### config.mk
export PLATFORM = sky130hd
export DESIGN_NAME = i2cBlock
export DESIGN_NICKNAME = d
export VERILOG_FILES = /design/src/design/i2cPkg.sv /design/src/design/i2cBitCtrl.sv /design/src/design/i2cUnit.sv /design/src/design/i2cCsr.sv /design/src/design/i2cBlock.sv
export SDC_FILE = /design/constraint.sdc
export NUM_CORES = 1
export LEC_CHECK = 0
export BUFFER_PORTS_ARGS = -buffer_cell sky130_fd_sc_hd__buf_2
export CORE_UTILIZATION = 34
export DETAILED_ROUTE_END_ITERATION = 6
export PLACE_DENSITY = 0.55
export SLEW_MARGIN = 20
export SYNTH_ARGS = -nofsm -noshare
export SYNTH_HDL_FRONTEND = slang
export SYNTH_SLANG_ARGS = --single-unit
### constraint.sdc
create_clock -name sysClk -period 2.9 [get_ports sysClk]
set_input_delay 0.29 -clock sysClk [delete_from_list [all_inputs] [get_ports sysClk]]
set_output_delay 0.29 -clock sysClk [all_outputs]
set_load 0.1 [all_outputs]
### src/design/i2cPkg.sv
// I2C master block shared definitions
// Bus command codes, CSR map, field widths and bit-engine operations
`default_nettype none

package i2cPkg;

	// ----------------------------------------
	// Bus address layout
	// ----------------------------------------
	localparam int busAdrsBits = 32;

	// Command field in address bits 31:30
	localparam logic [1:0] cmdNone  = 2'd0;
	localparam logic [1:0] cmdWrite = 2'd1;
	localparam logic [1:0] cmdRead  = 2'd2;
	localparam logic [1:0] cmdWrRd  = 2'd3;	// Combined access, not supported

	localparam logic [7:0] blockAdrs = 8'h01;	// Block field in bits 23:16

	// ----------------------------------------
	// CSR map
	// ----------------------------------------
	localparam logic [15:0] csrCtrl   = 16'h0000;
	localparam logic [15:0] csrDiv    = 16'h0004;
	localparam logic [15:0] csrXfer   = 16'h0008;
	localparam logic [15:0] csrStatus = 16'h000C;

	localparam int divBits = 16;
	localparam logic [divBits-1:0] divReset = 16'd4;	// Quarter period = div+1 clocks

	// Device 23:17, register 15:8, data 7:0
	localparam int xferBits = 24;

	// Bit engine operations
	localparam logic [1:0] opStart = 2'd0;
	localparam logic [1:0] opStop  = 2'd1;
	localparam logic [1:0] opWrite = 2'd2;
	localparam logic [1:0] opRead  = 2'd3;

endpackage

`default_nettype wire

### src/design/i2cBitCtrl.sv
// I2C bit engine
// Splits each operation into four SCL quarter periods of div+1 clocks
// and drives the open-drain enables for start, stop, write and read
`timescale 1ns/1ps
`default_nettype none

module i2cBitCtrl
	import i2cPkg::*;
(
	input  wire                sysClk,
	input  wire                rstN,
	input  wire [divBits-1:0]  div,
	input  wire                opValid,
	input  wire [1:0]          op,
	input  wire                txBit,
	output logic               opDone,
	output logic               rxBit,
	output logic               sclOe,	// 1 pulls SCL low
	output logic               sdaOe,	// 1 pulls SDA low
	input  wire                sdaIn
);

logic               active;
logic [1:0]         phase;	// Quarter index
logic [divBits-1:0] quarterCnt;
logic [1:0]         opReg;
logic               txReg;
logic               quarterEnd;

assign quarterEnd = active && (quarterCnt == div);

// ----------------------------------------
// Quarter period sequencer
// ----------------------------------------
always_ff @(posedge sysClk or negedge rstN)
begin
	if (!rstN)
	begin
		active     <= 1'b0;
		phase      <= 2'd0;
		quarterCnt <= '0;
		opReg      <= opStart;
		txReg      <= 1'b0;
		opDone     <= 1'b0;
	end
	else
	begin
		opDone <= 1'b0;
		if (!active)
		begin
			if (opValid)
			begin
				active     <= 1'b1;
				phase      <= 2'd0;
				quarterCnt <= '0;
				opReg      <= op;
				txReg      <= txBit;
			end
		end
		else if (quarterEnd)
		begin
			quarterCnt <= '0;
			phase      <= phase + 2'd1;
			if (phase == 2'd3)
			begin
				active <= 1'b0;
				opDone <= 1'b1;	// Last quarter over
			end
		end
		else
			quarterCnt <= quarterCnt + 1'b1;
	end
end

// ----------------------------------------
// Line drive per op and quarter
// ----------------------------------------
always_ff @(posedge sysClk or negedge rstN)
begin
	if (!rstN)
	begin
		sclOe <= 1'b0;	// Lines released
		sdaOe <= 1'b0;
		rxBit <= 1'b0;
	end
	else if (active)
	begin
		case (opReg)
			opStart:
			begin
				case (phase)
					2'd0:    sdaOe <= 1'b0;	// Release SDA, SCL as it was
					2'd1:    sclOe <= 1'b0;
					2'd2:    sdaOe <= 1'b1;	// SDA falls with SCL high
					default: sclOe <= 1'b1;
				endcase
			end
			opStop:
			begin
				case (phase)
					2'd0:    sdaOe <= 1'b1;	// SDA low while SCL low
					2'd1:    sclOe <= 1'b0;
					2'd2:    sdaOe <= 1'b0;	// SDA rises with SCL high
					default: ;
				endcase
			end
			opWrite:
			begin
				case (phase)
					2'd0:    sdaOe <= ~txReg;
					2'd1:    sclOe <= 1'b0;
					2'd3:    sclOe <= 1'b1;
					default: ;	// Data held while SCL high
				endcase
			end
			default:
			begin
				case (phase)
					2'd0: sdaOe <= 1'b0;	// Let the target drive
					2'd1: sclOe <= 1'b0;
					2'd2:
						if (quarterEnd)
							rxBit <= sdaIn;	// Late in the high quarter
					default: sclOe <= 1'b1;
				endcase
			end
		endcase
	end
end

endmodule

`default_nettype wire

### src/design/i2cUnit.sv
// I2C transfer sequencer
// Runs one register write or register read transaction as a chain of
// bit-engine operations, checks ACKs and collects the read byte
`timescale 1ns/1ps
`default_nettype none

module i2cUnit
	import i2cPkg::*;
(
	input  wire                  sysClk,
	input  wire                  rstN,
	input  wire                  enable,
	input  wire [divBits-1:0]    div,
	input  wire [xferBits-1:0]   xfer,
	input  wire                  go,
	input  wire                  readMode,
	output logic                 busy,
	output logic                 done,
	output logic                 nack,
	output logic [7:0]           rdByte,
	// Open-drain lines
	output logic                 sclOe,
	input  wire                  sclIn,
	output logic                 sdaOe,
	input  wire                  sdaIn
);

typedef enum logic [3:0] {
	sIdle,
	sBusWait,	// Wait for both lines released
	sStart,
	sTxBit,
	sTxAck,
	sReStart,
	sRxBit,
	sRxNack,
	sStop
} unitState_t;

unitState_t            state;
logic [xferBits-1:0]   xferReg;	// Sampled at go
logic                  rdMode;
logic [7:0]            shiftReg;
logic [2:0]            bitCnt;
logic [1:0]            byteIdx;	// 0 dev wr, 1 reg, 2 data, 3 dev rd
logic                  waiting;	// Op issued, opDone pending
logic                  opValid;
logic [1:0]            op;
logic                  txBit;
logic                  opDone;
logic                  rxBit;

assign busy = (state != sIdle);

// Operation for the current phase
always_comb
begin
	op    = opWrite;
	txBit = shiftReg[7];	// MSB first
	case (state)
		sStart, sReStart: op = opStart;
		sStop:            op = opStop;
		sTxAck, sRxBit:   op = opRead;
		sRxNack:          txBit = 1'b1;	// Master NACK ends the read
		default: ;
	endcase
end

// ----------------------------------------
// Transaction FSM
// ----------------------------------------
always_ff @(posedge sysClk or negedge rstN)
begin
	if (!rstN)
	begin
		state    <= sIdle;
		xferReg  <= '0;
		rdMode   <= 1'b0;
		shiftReg <= 8'd0;
		bitCnt   <= 3'd0;
		byteIdx  <= 2'd0;
		waiting  <= 1'b0;
		opValid  <= 1'b0;
		done     <= 1'b0;
		nack     <= 1'b0;
		rdByte   <= 8'd0;
	end
	else
	begin
		opValid <= 1'b0;
		done    <= 1'b0;
		case (state)
			sIdle:
			begin
				if (go && enable)
				begin
					xferReg <= xfer;
					rdMode  <= readMode;
					nack    <= 1'b0;
					rdByte  <= 8'd0;
					byteIdx <= 2'd0;
					state   <= sBusWait;
				end
			end
			sBusWait:
				if (sclIn && sdaIn)
					state <= sStart;
			default:
			begin
				if (!waiting)
				begin
					opValid <= 1'b1;	// One op in flight
					waiting <= 1'b1;
				end
				else if (opDone)
				begin
					waiting <= 1'b0;
					case (state)
						sStart:
						begin
							shiftReg <= {xferReg[23:17], 1'b0};	// Write bit
							bitCnt   <= 3'd0;
							state    <= sTxBit;
						end
						sTxBit:
						begin
							shiftReg <= {shiftReg[6:0], 1'b0};
							bitCnt   <= bitCnt + 3'd1;
							if (bitCnt == 3'd7)
								state <= sTxAck;
						end
						sTxAck:
						begin
							if (rxBit)
							begin
								nack  <= 1'b1;	// Target did not ACK
								state <= sStop;
							end
							else
							begin
								case (byteIdx)
									2'd0:
									begin
										shiftReg <= xferReg[15:8];
										byteIdx  <= 2'd1;
										state    <= sTxBit;
									end
									2'd1:
									begin
										if (rdMode)
											state <= sReStart;
										else
										begin
											shiftReg <= xferReg[7:0];
											byteIdx  <= 2'd2;
											state    <= sTxBit;
										end
									end
									2'd2: state <= sStop;
									default: state <= sRxBit;	// bitCnt wrapped to 0
								endcase
							end
						end
						sReStart:
						begin
							shiftReg <= {xferReg[23:17], 1'b1};	// Read bit
							byteIdx  <= 2'd3;
							state    <= sTxBit;
						end
						sRxBit:
						begin
							shiftReg <= {shiftReg[6:0], rxBit};
							bitCnt   <= bitCnt + 3'd1;
							if (bitCnt == 3'd7)
							begin
								rdByte <= {shiftReg[6:0], rxBit};
								state  <= sRxNack;
							end
						end
						sRxNack: state <= sStop;
						default:
						begin
							done  <= 1'b1;	// Stop finished
							state <= sIdle;
						end
					endcase
				end
			end
		endcase
	end
end

// Bit engine
i2cBitCtrl bitCtrl_i (
	.sysClk  (sysClk),
	.rstN    (rstN),
	.div     (div),
	.opValid (opValid),
	.op      (op),
	.txBit   (txBit),
	.opDone  (opDone),
	.rxBit   (rxBit),
	.sclOe   (sclOe),
	.sdaOe   (sdaOe),
	.sdaIn   (sdaIn)
);

endmodule

`default_nettype wire

### src/design/i2cCsr.sv
// I2C control and status registers
// Decodes bus accesses for this block, holds enable, divider and
// transfer word, and returns registered read data
`timescale 1ns/1ps
`default_nettype none

module i2cCsr
	import i2cPkg::*;
(
	input  wire                    sysClk,
	input  wire                    rstN,
	// Bus slave side
	input  wire [31:0]             wrData,
	input  wire [busAdrsBits-1:0]  adrs,
	input  wire                    cke,
	output logic [31:0]            rdData,
	output logic                   rdValid,
	// Toward the transfer unit
	output logic                   enable,
	output logic [divBits-1:0]     div,
	output logic [xferBits-1:0]    xfer,
	output logic                   go,
	output logic                   readMode,
	input  wire                    busy,
	input  wire                    done,
	input  wire                    nack,
	input  wire [7:0]              rdByte
);

logic [1:0]  cmd;
logic [7:0]  blkField;
logic [15:0] csrAdrs;
logic        wrHit;
logic        rdHit;
logic        nackReg;	// Captured at done
logic [7:0]  lastByte;	// Last byte read from the target

assign cmd      = adrs[busAdrsBits-1 -: 2];
assign blkField = adrs[23:16];
assign csrAdrs  = adrs[15:0];

// ----------------------------------------
// Access decode
// ----------------------------------------
always_comb
begin
	wrHit = 1'b0;
	rdHit = 1'b0;
	if (cke && (blkField == blockAdrs))
	begin
		case (cmd)
			cmdWrite: wrHit = 1'b1;
			cmdRead:  rdHit = 1'b1;
			cmdNone, cmdWrRd: ;	// No effect
		endcase
	end
end

// ----------------------------------------
// Register file
// ----------------------------------------
always_ff @(posedge sysClk or negedge rstN)
begin
	if (!rstN)
	begin
		enable   <= 1'b0;
		div      <= divReset;
		xfer     <= '0;
		go       <= 1'b0;
		readMode <= 1'b0;
		nackReg  <= 1'b0;
		lastByte <= 8'd0;
		rdValid  <= 1'b0;
	end
	else
	begin
		go      <= 1'b0;	// Single cycle strobe
		rdValid <= rdHit;
		if (wrHit)
		begin
			case (csrAdrs)
				csrCtrl:
				begin
					enable   <= wrData[0];
					go       <= wrData[1];
					readMode <= wrData[2];	// Held alongside go
				end
				csrDiv:  div  <= wrData[divBits-1:0];
				csrXfer: xfer <= wrData[xferBits-1:0];
				default: ;	// Status is read only
			endcase
		end
		if (done)
		begin
			nackReg  <= nack;
			lastByte <= rdByte;
		end
	end
end

// Read mux, data valid one cycle after cke
always_ff @(posedge sysClk)
begin
	if (rdHit)
	begin
		case (csrAdrs)
			csrCtrl:   rdData <= {29'd0, readMode, 1'b0, enable};
			csrDiv:    rdData <= {{(32-divBits){1'b0}}, div};
			csrXfer:   rdData <= {{(32-xferBits){1'b0}}, xfer};
			csrStatus:
				rdData <= {16'd0, (done ? rdByte : lastByte), 6'd0,
					(done ? nack : nackReg), busy};	// Fresh result in the done cycle
			default:   rdData <= 32'd0;
		endcase
	end
end

endmodule

`default_nettype wire

### src/design/i2cBlock.sv
// I2C master block top
// Bus slave CSR in front of the transaction sequencer, lines leave
// as open-drain pull-low enables
`timescale 1ns/1ps
`default_nettype none

module i2cBlock
	import i2cPkg::*;
(
	input  wire                    sysClk,
	input  wire                    rstN,
	// Bus slave
	input  wire [31:0]             wrData,
	input  wire [busAdrsBits-1:0]  adrs,
	input  wire                    cke,
	output logic [31:0]            rdData,
	output logic                   rdValid,
	// I2C lines
	output logic                   sclOe,
	input  wire                    sclIn,
	output logic                   sdaOe,
	input  wire                    sdaIn
);

// ----------------------------------------
// CSR to unit
// ----------------------------------------
logic                enable;
logic [divBits-1:0]  div;
logic [xferBits-1:0] xfer;
logic                go;
logic                readMode;
logic                busy;
logic                done;
logic                nack;
logic [7:0]          rdByte;

i2cCsr csr_i (
	.sysClk   (sysClk),
	.rstN     (rstN),
	.wrData   (wrData),
	.adrs     (adrs),
	.cke      (cke),
	.rdData   (rdData),
	.rdValid  (rdValid),
	.enable   (enable),
	.div      (div),
	.xfer     (xfer),
	.go       (go),
	.readMode (readMode),
	.busy     (busy),
	.done     (done),
	.nack     (nack),
	.rdByte   (rdByte)
);

i2cUnit unit_i (
	.sysClk   (sysClk),
	.rstN     (rstN),
	.enable   (enable),
	.div      (div),
	.xfer     (xfer),
	.go       (go),
	.readMode (readMode),
	.busy     (busy),
	.done     (done),
	.nack     (nack),
	.rdByte   (rdByte),
	.sclOe    (sclOe),
	.sclIn    (sclIn),
	.sdaOe    (sdaOe),
	.sdaIn    (sdaIn)
);

endmodule

`default_nettype wire

==> metrics.txt, run 1 <==
final setup fails=0; total of max-cap violations=0; Max clock buf depth=2; final period utilization=79.7%; first-pass GRT wire length=28.4 mm; Initial DRT Pass Iterations=5; final cell count without fillers=1032; Worst Slack Setup Final=roughly 590 ps; clk_lat worst skew=420 ps; Core Area=21200 um2; total grt overflow=0; Min-Delay Path Class=in2reg; WL/cell=17.2 um; maximum vdd drop=0.000363 V; root buf cell=clkbuf_16; crit start category=flip-flop; ANT cells=0; highest routed layer=met4; Yosys top cell by area=dfrtp_1; dpl cells=999; most common cell in the netlist=dfrtp_1; Area growth syn-to-layout=17.4%; H-tree Lvls=4; Post-synth top cells=dfrtp_1 (131), nand2_1 (115), mux2_2 (52); hpwl dp=12.5 mm; highest clock rate=roughly 430 MHz; nets=824; Sinks on Clock Net=156; WL final=17.7 mm; Async SR Flop Fraction=84.6%; CTS tree=built; Worst-Margin Slew=a little over 700 ps; DR vias=5250; critical-path cell list=xnor2_2 -> nand2_1 -> or4_4 -> or2_1 -> a32o_1; largest cells by area after synthesis=dfrtp_1 (44%), edfxtp_1 (9.8%), mux2_2 (7.9%); CP Class=reg2reg; count of cell types in the netlist=63; Post-Syn Area=7380 um2; Main synth FF type=dfrtp_1; largest net degree at the start of global routing=73; CP Data Required Time=3200 ps; number of synthesized flops with an enable pin=24; GPL Wtd Cong=between 0.8 and 0.9; M1 WL=between 8 and 9 mm; vias per cell=5.09; Slew Limit Fails=0; crit-path max FO=19; height of the die=roughly 150 um; register area share after synthesis=54.5%; WL met2=8.77 mm; Mapped Cells=approximately 660; die area=22300 um2; input/output buffers=81; vias in the first global route=roughly 5200; crit path time final=~2300 ps; endpoints failing hold=0; I/O Pins=about 100; antenna violations before repair=0; setup_tns=0 ps; Slowest cell on crit path=dfstp_2; Seq cells post-synth=156; Core Rows=53; share of layout cells above drive strength 1=a little over a quarter; Iteration-0 DRC Markers=317; RSZ-0062 raised after global routing=no; TritonCTS Buffers=17; met3 WL=703 um; GR Util All Layers=16.7%; Routed Antenna Nets=0; area share of the largest cell type after synthesis=44.4%; Power Density=520 nW/um2; Lkg Pwr=0.00419 uW; synth warn=0; Rel. slew slack=52.1%; crit-path max cell delay=570 ps; die width=149 um; Critical Path AT=2610 ps; Reg clk slew, reported paths=approximately 60 ps; Mapped Avg Cell Area=11.2 um2; status=complete, no violations; dpl ws=591 ps; drt drc=0; Initial Utilization=34.9%; Critical Path Sink Type=flip-flop; Setup Skew=approximately 9.6 ps
## final timing paths
kind	startpoint	to	slack, ps	depth (start not counted)
min in group asynchronous	rstN	csr_i.div[12]	360	2
hold / removal	wrData[7]	csr_i.div[7]	100	2
setup reg to reg	csr_i.div[2]	unit_i.bitCtrl_i.quarterCnt[13]	590	5
hold reg to reg	unit_i.xferReg[14]	unit_i.xferReg[14]	470	2
max in group asynchronous	rstN	unit_i.bitCnt[2]	1790	3
setup / recovery	csr_i.div[2]	unit_i.bitCtrl_i.quarterCnt[13]	590	5
## kinds of logic (layout without fill, tap and decap cells)
kind of cell,after synthesis,count (layout),share of synthesized area [%]
compound gates,98,98,9.88
xor+xnor,28,28,3.42
fa+ha+maj,11,11,1.86
buf+inv,59,151,4.02
flops,156,156,54.5
mux,68,68,10.3
other cells,1,8,0.0508
simple gates,237,237,16.0
## registers in the layout (all words and copies together), names as in the netlist, 2 cells and up
register and cells:
csr_i.xfer 24, csr_i.rdData 24, csr_i.div 16, unit_i.shiftReg 8, unit_i.xferReg 23, unit_i.bitCtrl_i.quarterCnt 16
unit_i.byteIdx 2, unit_i.rdByte 8, unit_i.state 4, csr_i.lastByte 8, unit_i.bitCtrl_i.phase 2, unit_i.bitCnt 3
unit_i.bitCtrl_i.opReg 2
## timing repair
action / CTS / global route
gates resized for setup: 0 / 0
buffers inserted: 0 / 0
hold buffers: 1 / 0
hold endpoints to repair: 31 / 0
## through the flow
step | total power (uW) | utilization [%] | cell area [um2] | hold slack [ps]
final | 4510 | 41.0 | 8670 | 97.7
after global routing | 4680 | 41.0 | 8670 | 88.5
after CTS | 4560 | 41.0 | 8670 | 83.2
after detailed placement | 2400 | 38.3 | 8090 | 277
after global placement | 2400 | 38.3 | 8090 | 270
after floorplan | 2320 | - | 7410 | -5.59
## cell usage in the layout (no fill, tap or decap), drive strengths merged, types with 12 or more instances in the layout
| master | instances |
|---|---|
| mux2 | 62 |
| buf | 101 |
| nor2b | 13 |
| edfxtp | 24 |
| nand2 | 115 |
| o21ai | 24 |
| inv | 18 |
| nor3 | 12 |
| a32o | 12 |
| dfrtp | 131 |
| xnor2 | 15 |
| xor2 | 13 |
| nor2 | 35 |
| a21oi | 15 |
| clkbuf | 20 |
## critical path: cells and delay by family, from the launching register on
kind	cells	cell delay, ps
xor+xnor	1	120
simple gates	3	1130
compound gates	1	380
flops	1	570
## power breakdown
group / switching (uW) / leakage (uW) / internal, uW
combinational: 105 / 0.00180 / 34.8
sequential: 0.00208 / 0.00212 / 2220
clock: 867 / 0.000277 / 1280
total: 972 / 0.00419 / 3530
## area by class of cell
class                           count  area [um2]
Fill cell                        2021       12500
Sequential cell                   156        4030
Multi-Input combinational cell    450        3090
Timing Repair Buffer              102         581
Clock buffer                       20         447
Tap cell                          275         344
Clock inverter                     12         121
Inverter                           17        63.8
## metal layers
metal,GRT usage [%],up-vias
li1,-,2487
met1,21.9,2627
met2,27.7,122
met3,4.22,14
met4,3.72,0
met5,0,-
Note: power is estimated with default switching activity, not from simulation.
==> inputs of run 2 (changes only) <==
--- a/config.mk
+++ b/config.mk
@@ -8,7 +8,7 @@
 export BUFFER_PORTS_ARGS = -buffer_cell sky130_fd_sc_hd__buf_2
 export CORE_UTILIZATION = 34
 export DETAILED_ROUTE_END_ITERATION = 6
-export PLACE_DENSITY = 0.55
+export PLACE_DENSITY = 0.57
 export SLEW_MARGIN = 20
 export SYNTH_ARGS = -nofsm -noshare
 export SYNTH_HDL_FRONTEND = slang
==> constraint.sdc (replaced) <==
create_clock -name sysClk -period 2.04 [get_ports sysClk]
set_input_delay 0.204 -clock sysClk [delete_from_list [all_inputs] [get_ports sysClk]]
set_output_delay 0.204 -clock sysClk [all_outputs]
set_load 0.1 [all_outputs]
==> run 2 against run 1 <==
  * The flow now finishes with violations (setup timing)
  * Combinational power up 57%
  * Hold slack worse by 87 ps
  * Cell count up 3.3%
  * Clock power up 55%
  * Largest cell class unchanged
  * Critical path depth up 1
  * Clock skew down 3.1 ps
  * Global-route usage up 0.43 points
  * Non-clock buffer count up 34
  * Die area unchanged
  * Worst setup slack worse by 590 ps
  * Clock-buffer cell count down 2
  * Via count up 1.2%
==> metrics.txt, run 2 (synthesis results as in run 1) <==
status=finished with violations; failing checks=setup timing; H-tree Lvls=4 (unchanged); met3 Use GR=3.36% (-0.86 points); root buf cell=clkbuf_16; clk_lat worst skew=430 ps (about the same); GR Util All Layers=17.1% (+0.43 points); Worst Slack Setup Final=-3.78 ps (-593 ps); leading cell types in the layout, fill and taps excluded=dfrtp_1 (129), nand2_1 (115), buf_2 (80); Iteration-0 DRC Markers=349 (+10%); input/output buffers=81 (unchanged); final cell count without fillers=1066 (+3.3%); Critical Path AT=2370 ps (-240 ps); first-pass GRT wire length=28.7 mm (+1.1%); Clk network pwr share=49.7% (+2.0 points); WL final=18.0 mm (+1.6%); hpwl dp=12.7 mm (+1.7%); commonest non-fill, non-tap cell in the layout=dfrtp_1; M2 GR Usage=26.4% (-1.3 points); maximum vdd drop=0.000538 V (+48%); Critical Path Sink Type=flip-flop; share of layout cells above drive strength 1=29.1% (+2.8 points); dpl cells=1023 (+2.4%); Routed Antenna Nets=0 (unchanged); WL/cell=16.9 um (-1.6%); die width=149 um (unchanged); final period utilization=100% (+21 points); CP Class=reg2reg; TritonCTS Buffers=17 (unchanged); final core utilization=43.0% (+2.0 points); largest net degree at the start of global routing=51 (-30%); cell family with most CP delay=simple AND/OR/NAND/NOR gates; endpoints failing hold=0 (unchanged); CP Data Required Time=2360 ps (-840 ps); CTS tree=built; Slowest cell on crit path=dfstp_2; vias per cell=4.98 (-2.0%); Psw=1520 uW (+57%); P_int=5170 uW (+46%); crit-path max cell delay=550 ps (-20 ps); Max clock buf depth=2 (unchanged); worst hold slack=11.2 ps (-86.5 ps); gr busiest metal=met2; setup_tns=-3.78 ps (-3.78 ps); crit start category=flip-flop; Initial Utilization=34.9% (unchanged); GR Util met1=24.1% (+2.2 points); Comb pwr share=3.3% (+0.2 points); Tot Pwr=6700 uW (+49%); critical-path cell list=xnor2_2 -> nand2_1 -> or4_4 -> or2_4 -> buf_12 -> a31o_2; total grt overflow=0 (unchanged); DR vias=5314 (+1.2%); Core Area=21200 um2 (unchanged); Net Sw Frac=22.8% (+1.2 points); top flop regs=csr_i.rdData x24, csr_i.xfer x24, unit_i.xferReg x23; ANT cells=0 (unchanged); GPL Wtd Cong=0.826 (+1.3%); crit path time final=2040 ps (-267 ps); final setup fails=1 (+1); Core Rows=53 (unchanged); total of max-cap violations=0 (unchanged); Area growth syn-to-layout=23.2%; Slew Limit Fails=0 (unchanged); Power Density=736 nW/um2 (+42%); RSZ-0062 raised after global routing=yes; CP bufs+invs=1 (+1); vias in the first global route=5206 (-0.46%); Lkg Pwr=0.00441 uW (+5.1%); die area=22300 um2 (unchanged); drt drc=0 (unchanged); nets=858 (+4.1%); height of the die=149 um (unchanged); Setup Skew=6.46 ps (-3.10 ps); I/O Pins=104 (unchanged); highest clock rate=489 MHz (+13%); crit-path max FO=16 (-3); Seq pwr share=47.1% (-2.1 points); Initial DRT Pass Iterations=5 (unchanged); Min-Delay Path Class=in2reg; Reg clk slew, reported paths=70 ps (about the same); Sinks on Clock Net=156 (unchanged); antenna violations before repair=0 (unchanged)
run 2: cell count changes in the layout (fill, tap and decap cells not counted), moves of 2 or more:
| cell | before | now |
|---|---|---|
| buf_4 | 20 | 37 |
| dlygate4sd3_1 | 1 | 10 |
| buf_12 | 1 | 8 |
| clkinv_2 | 5 | 1 |
| inv_6 | 1 | 5 |
| clkinv_4 | 1 | 3 |
| dfrtp_1 | 131 | 129 |
| dfrtp_2 | 0 | 2 |
run 2: path summary, 6_finish.rpt:
kind | endpoint | slack, ps | cells past startpoint | start
min in group asynchronous | csr_i.xfer[12] | 260 | 2 | rstN
worst min-delay path | csr_i.xfer[16] | 10 | 2 | wrData[16]
worst max register to register | unit_i.bitCtrl_i.quarterCnt[0] | -4 | 6 | csr_i.div[2]
worst min register to register | unit_i.xferReg[12] | 470 | 2 | unit_i.xferReg[12]
worst max-delay path | unit_i.bitCtrl_i.quarterCnt[0] | -4 | 6 | csr_i.div[2]
max in group asynchronous | unit_i.state[2] | 1150 | 3 | rstN
run 2: routing by layer:
layer	vias up	wire length (um)
met5	-	0
met2	110	8510
met1	2620	8550
met4	0	261
met3	22	666
li1	2562	-
run 2: power groups by stage:
stage,combinational [uW],sequential (uW),clock [uW]
after floorplan,88.5,3210,0
after global placement,210,3210,0
after detailed placement,210,3210,0
after CTS,226,3150,3370
after global routing,240,3150,3510
final,220,3150,3330
run 2: final cells by class:
cell class                      instances  area [um2]
Clock buffer                           18         429
Sequential cell                       156        4030
Multi-Input combinational cell        450        3100
Tap cell                              275         344
Fill cell                            2030       12100
Inverter                               17        63.8
Timing Repair Buffer                  136         950
Clock inverter                         14         184
run 2: stage by stage:
stage | instance area [um2] | setup WS (ps)
floorplan | 7410 | 3.11
global placement | 8360 | -17.6
detailed placement | 8360 | -19.5
CTS | 9080 | -14.5
global route | 9090 | -56.3
finish | 9090 | -3.78
run 2: what timing repair did:
action,4_1_cts,5_1_grt
pin swaps,0,4
setup endpoints to repair,15,30
setup buffers,0,1
gates resized for setup,1,3
hold endpoints to repair,48,0
hold buffers,10,0
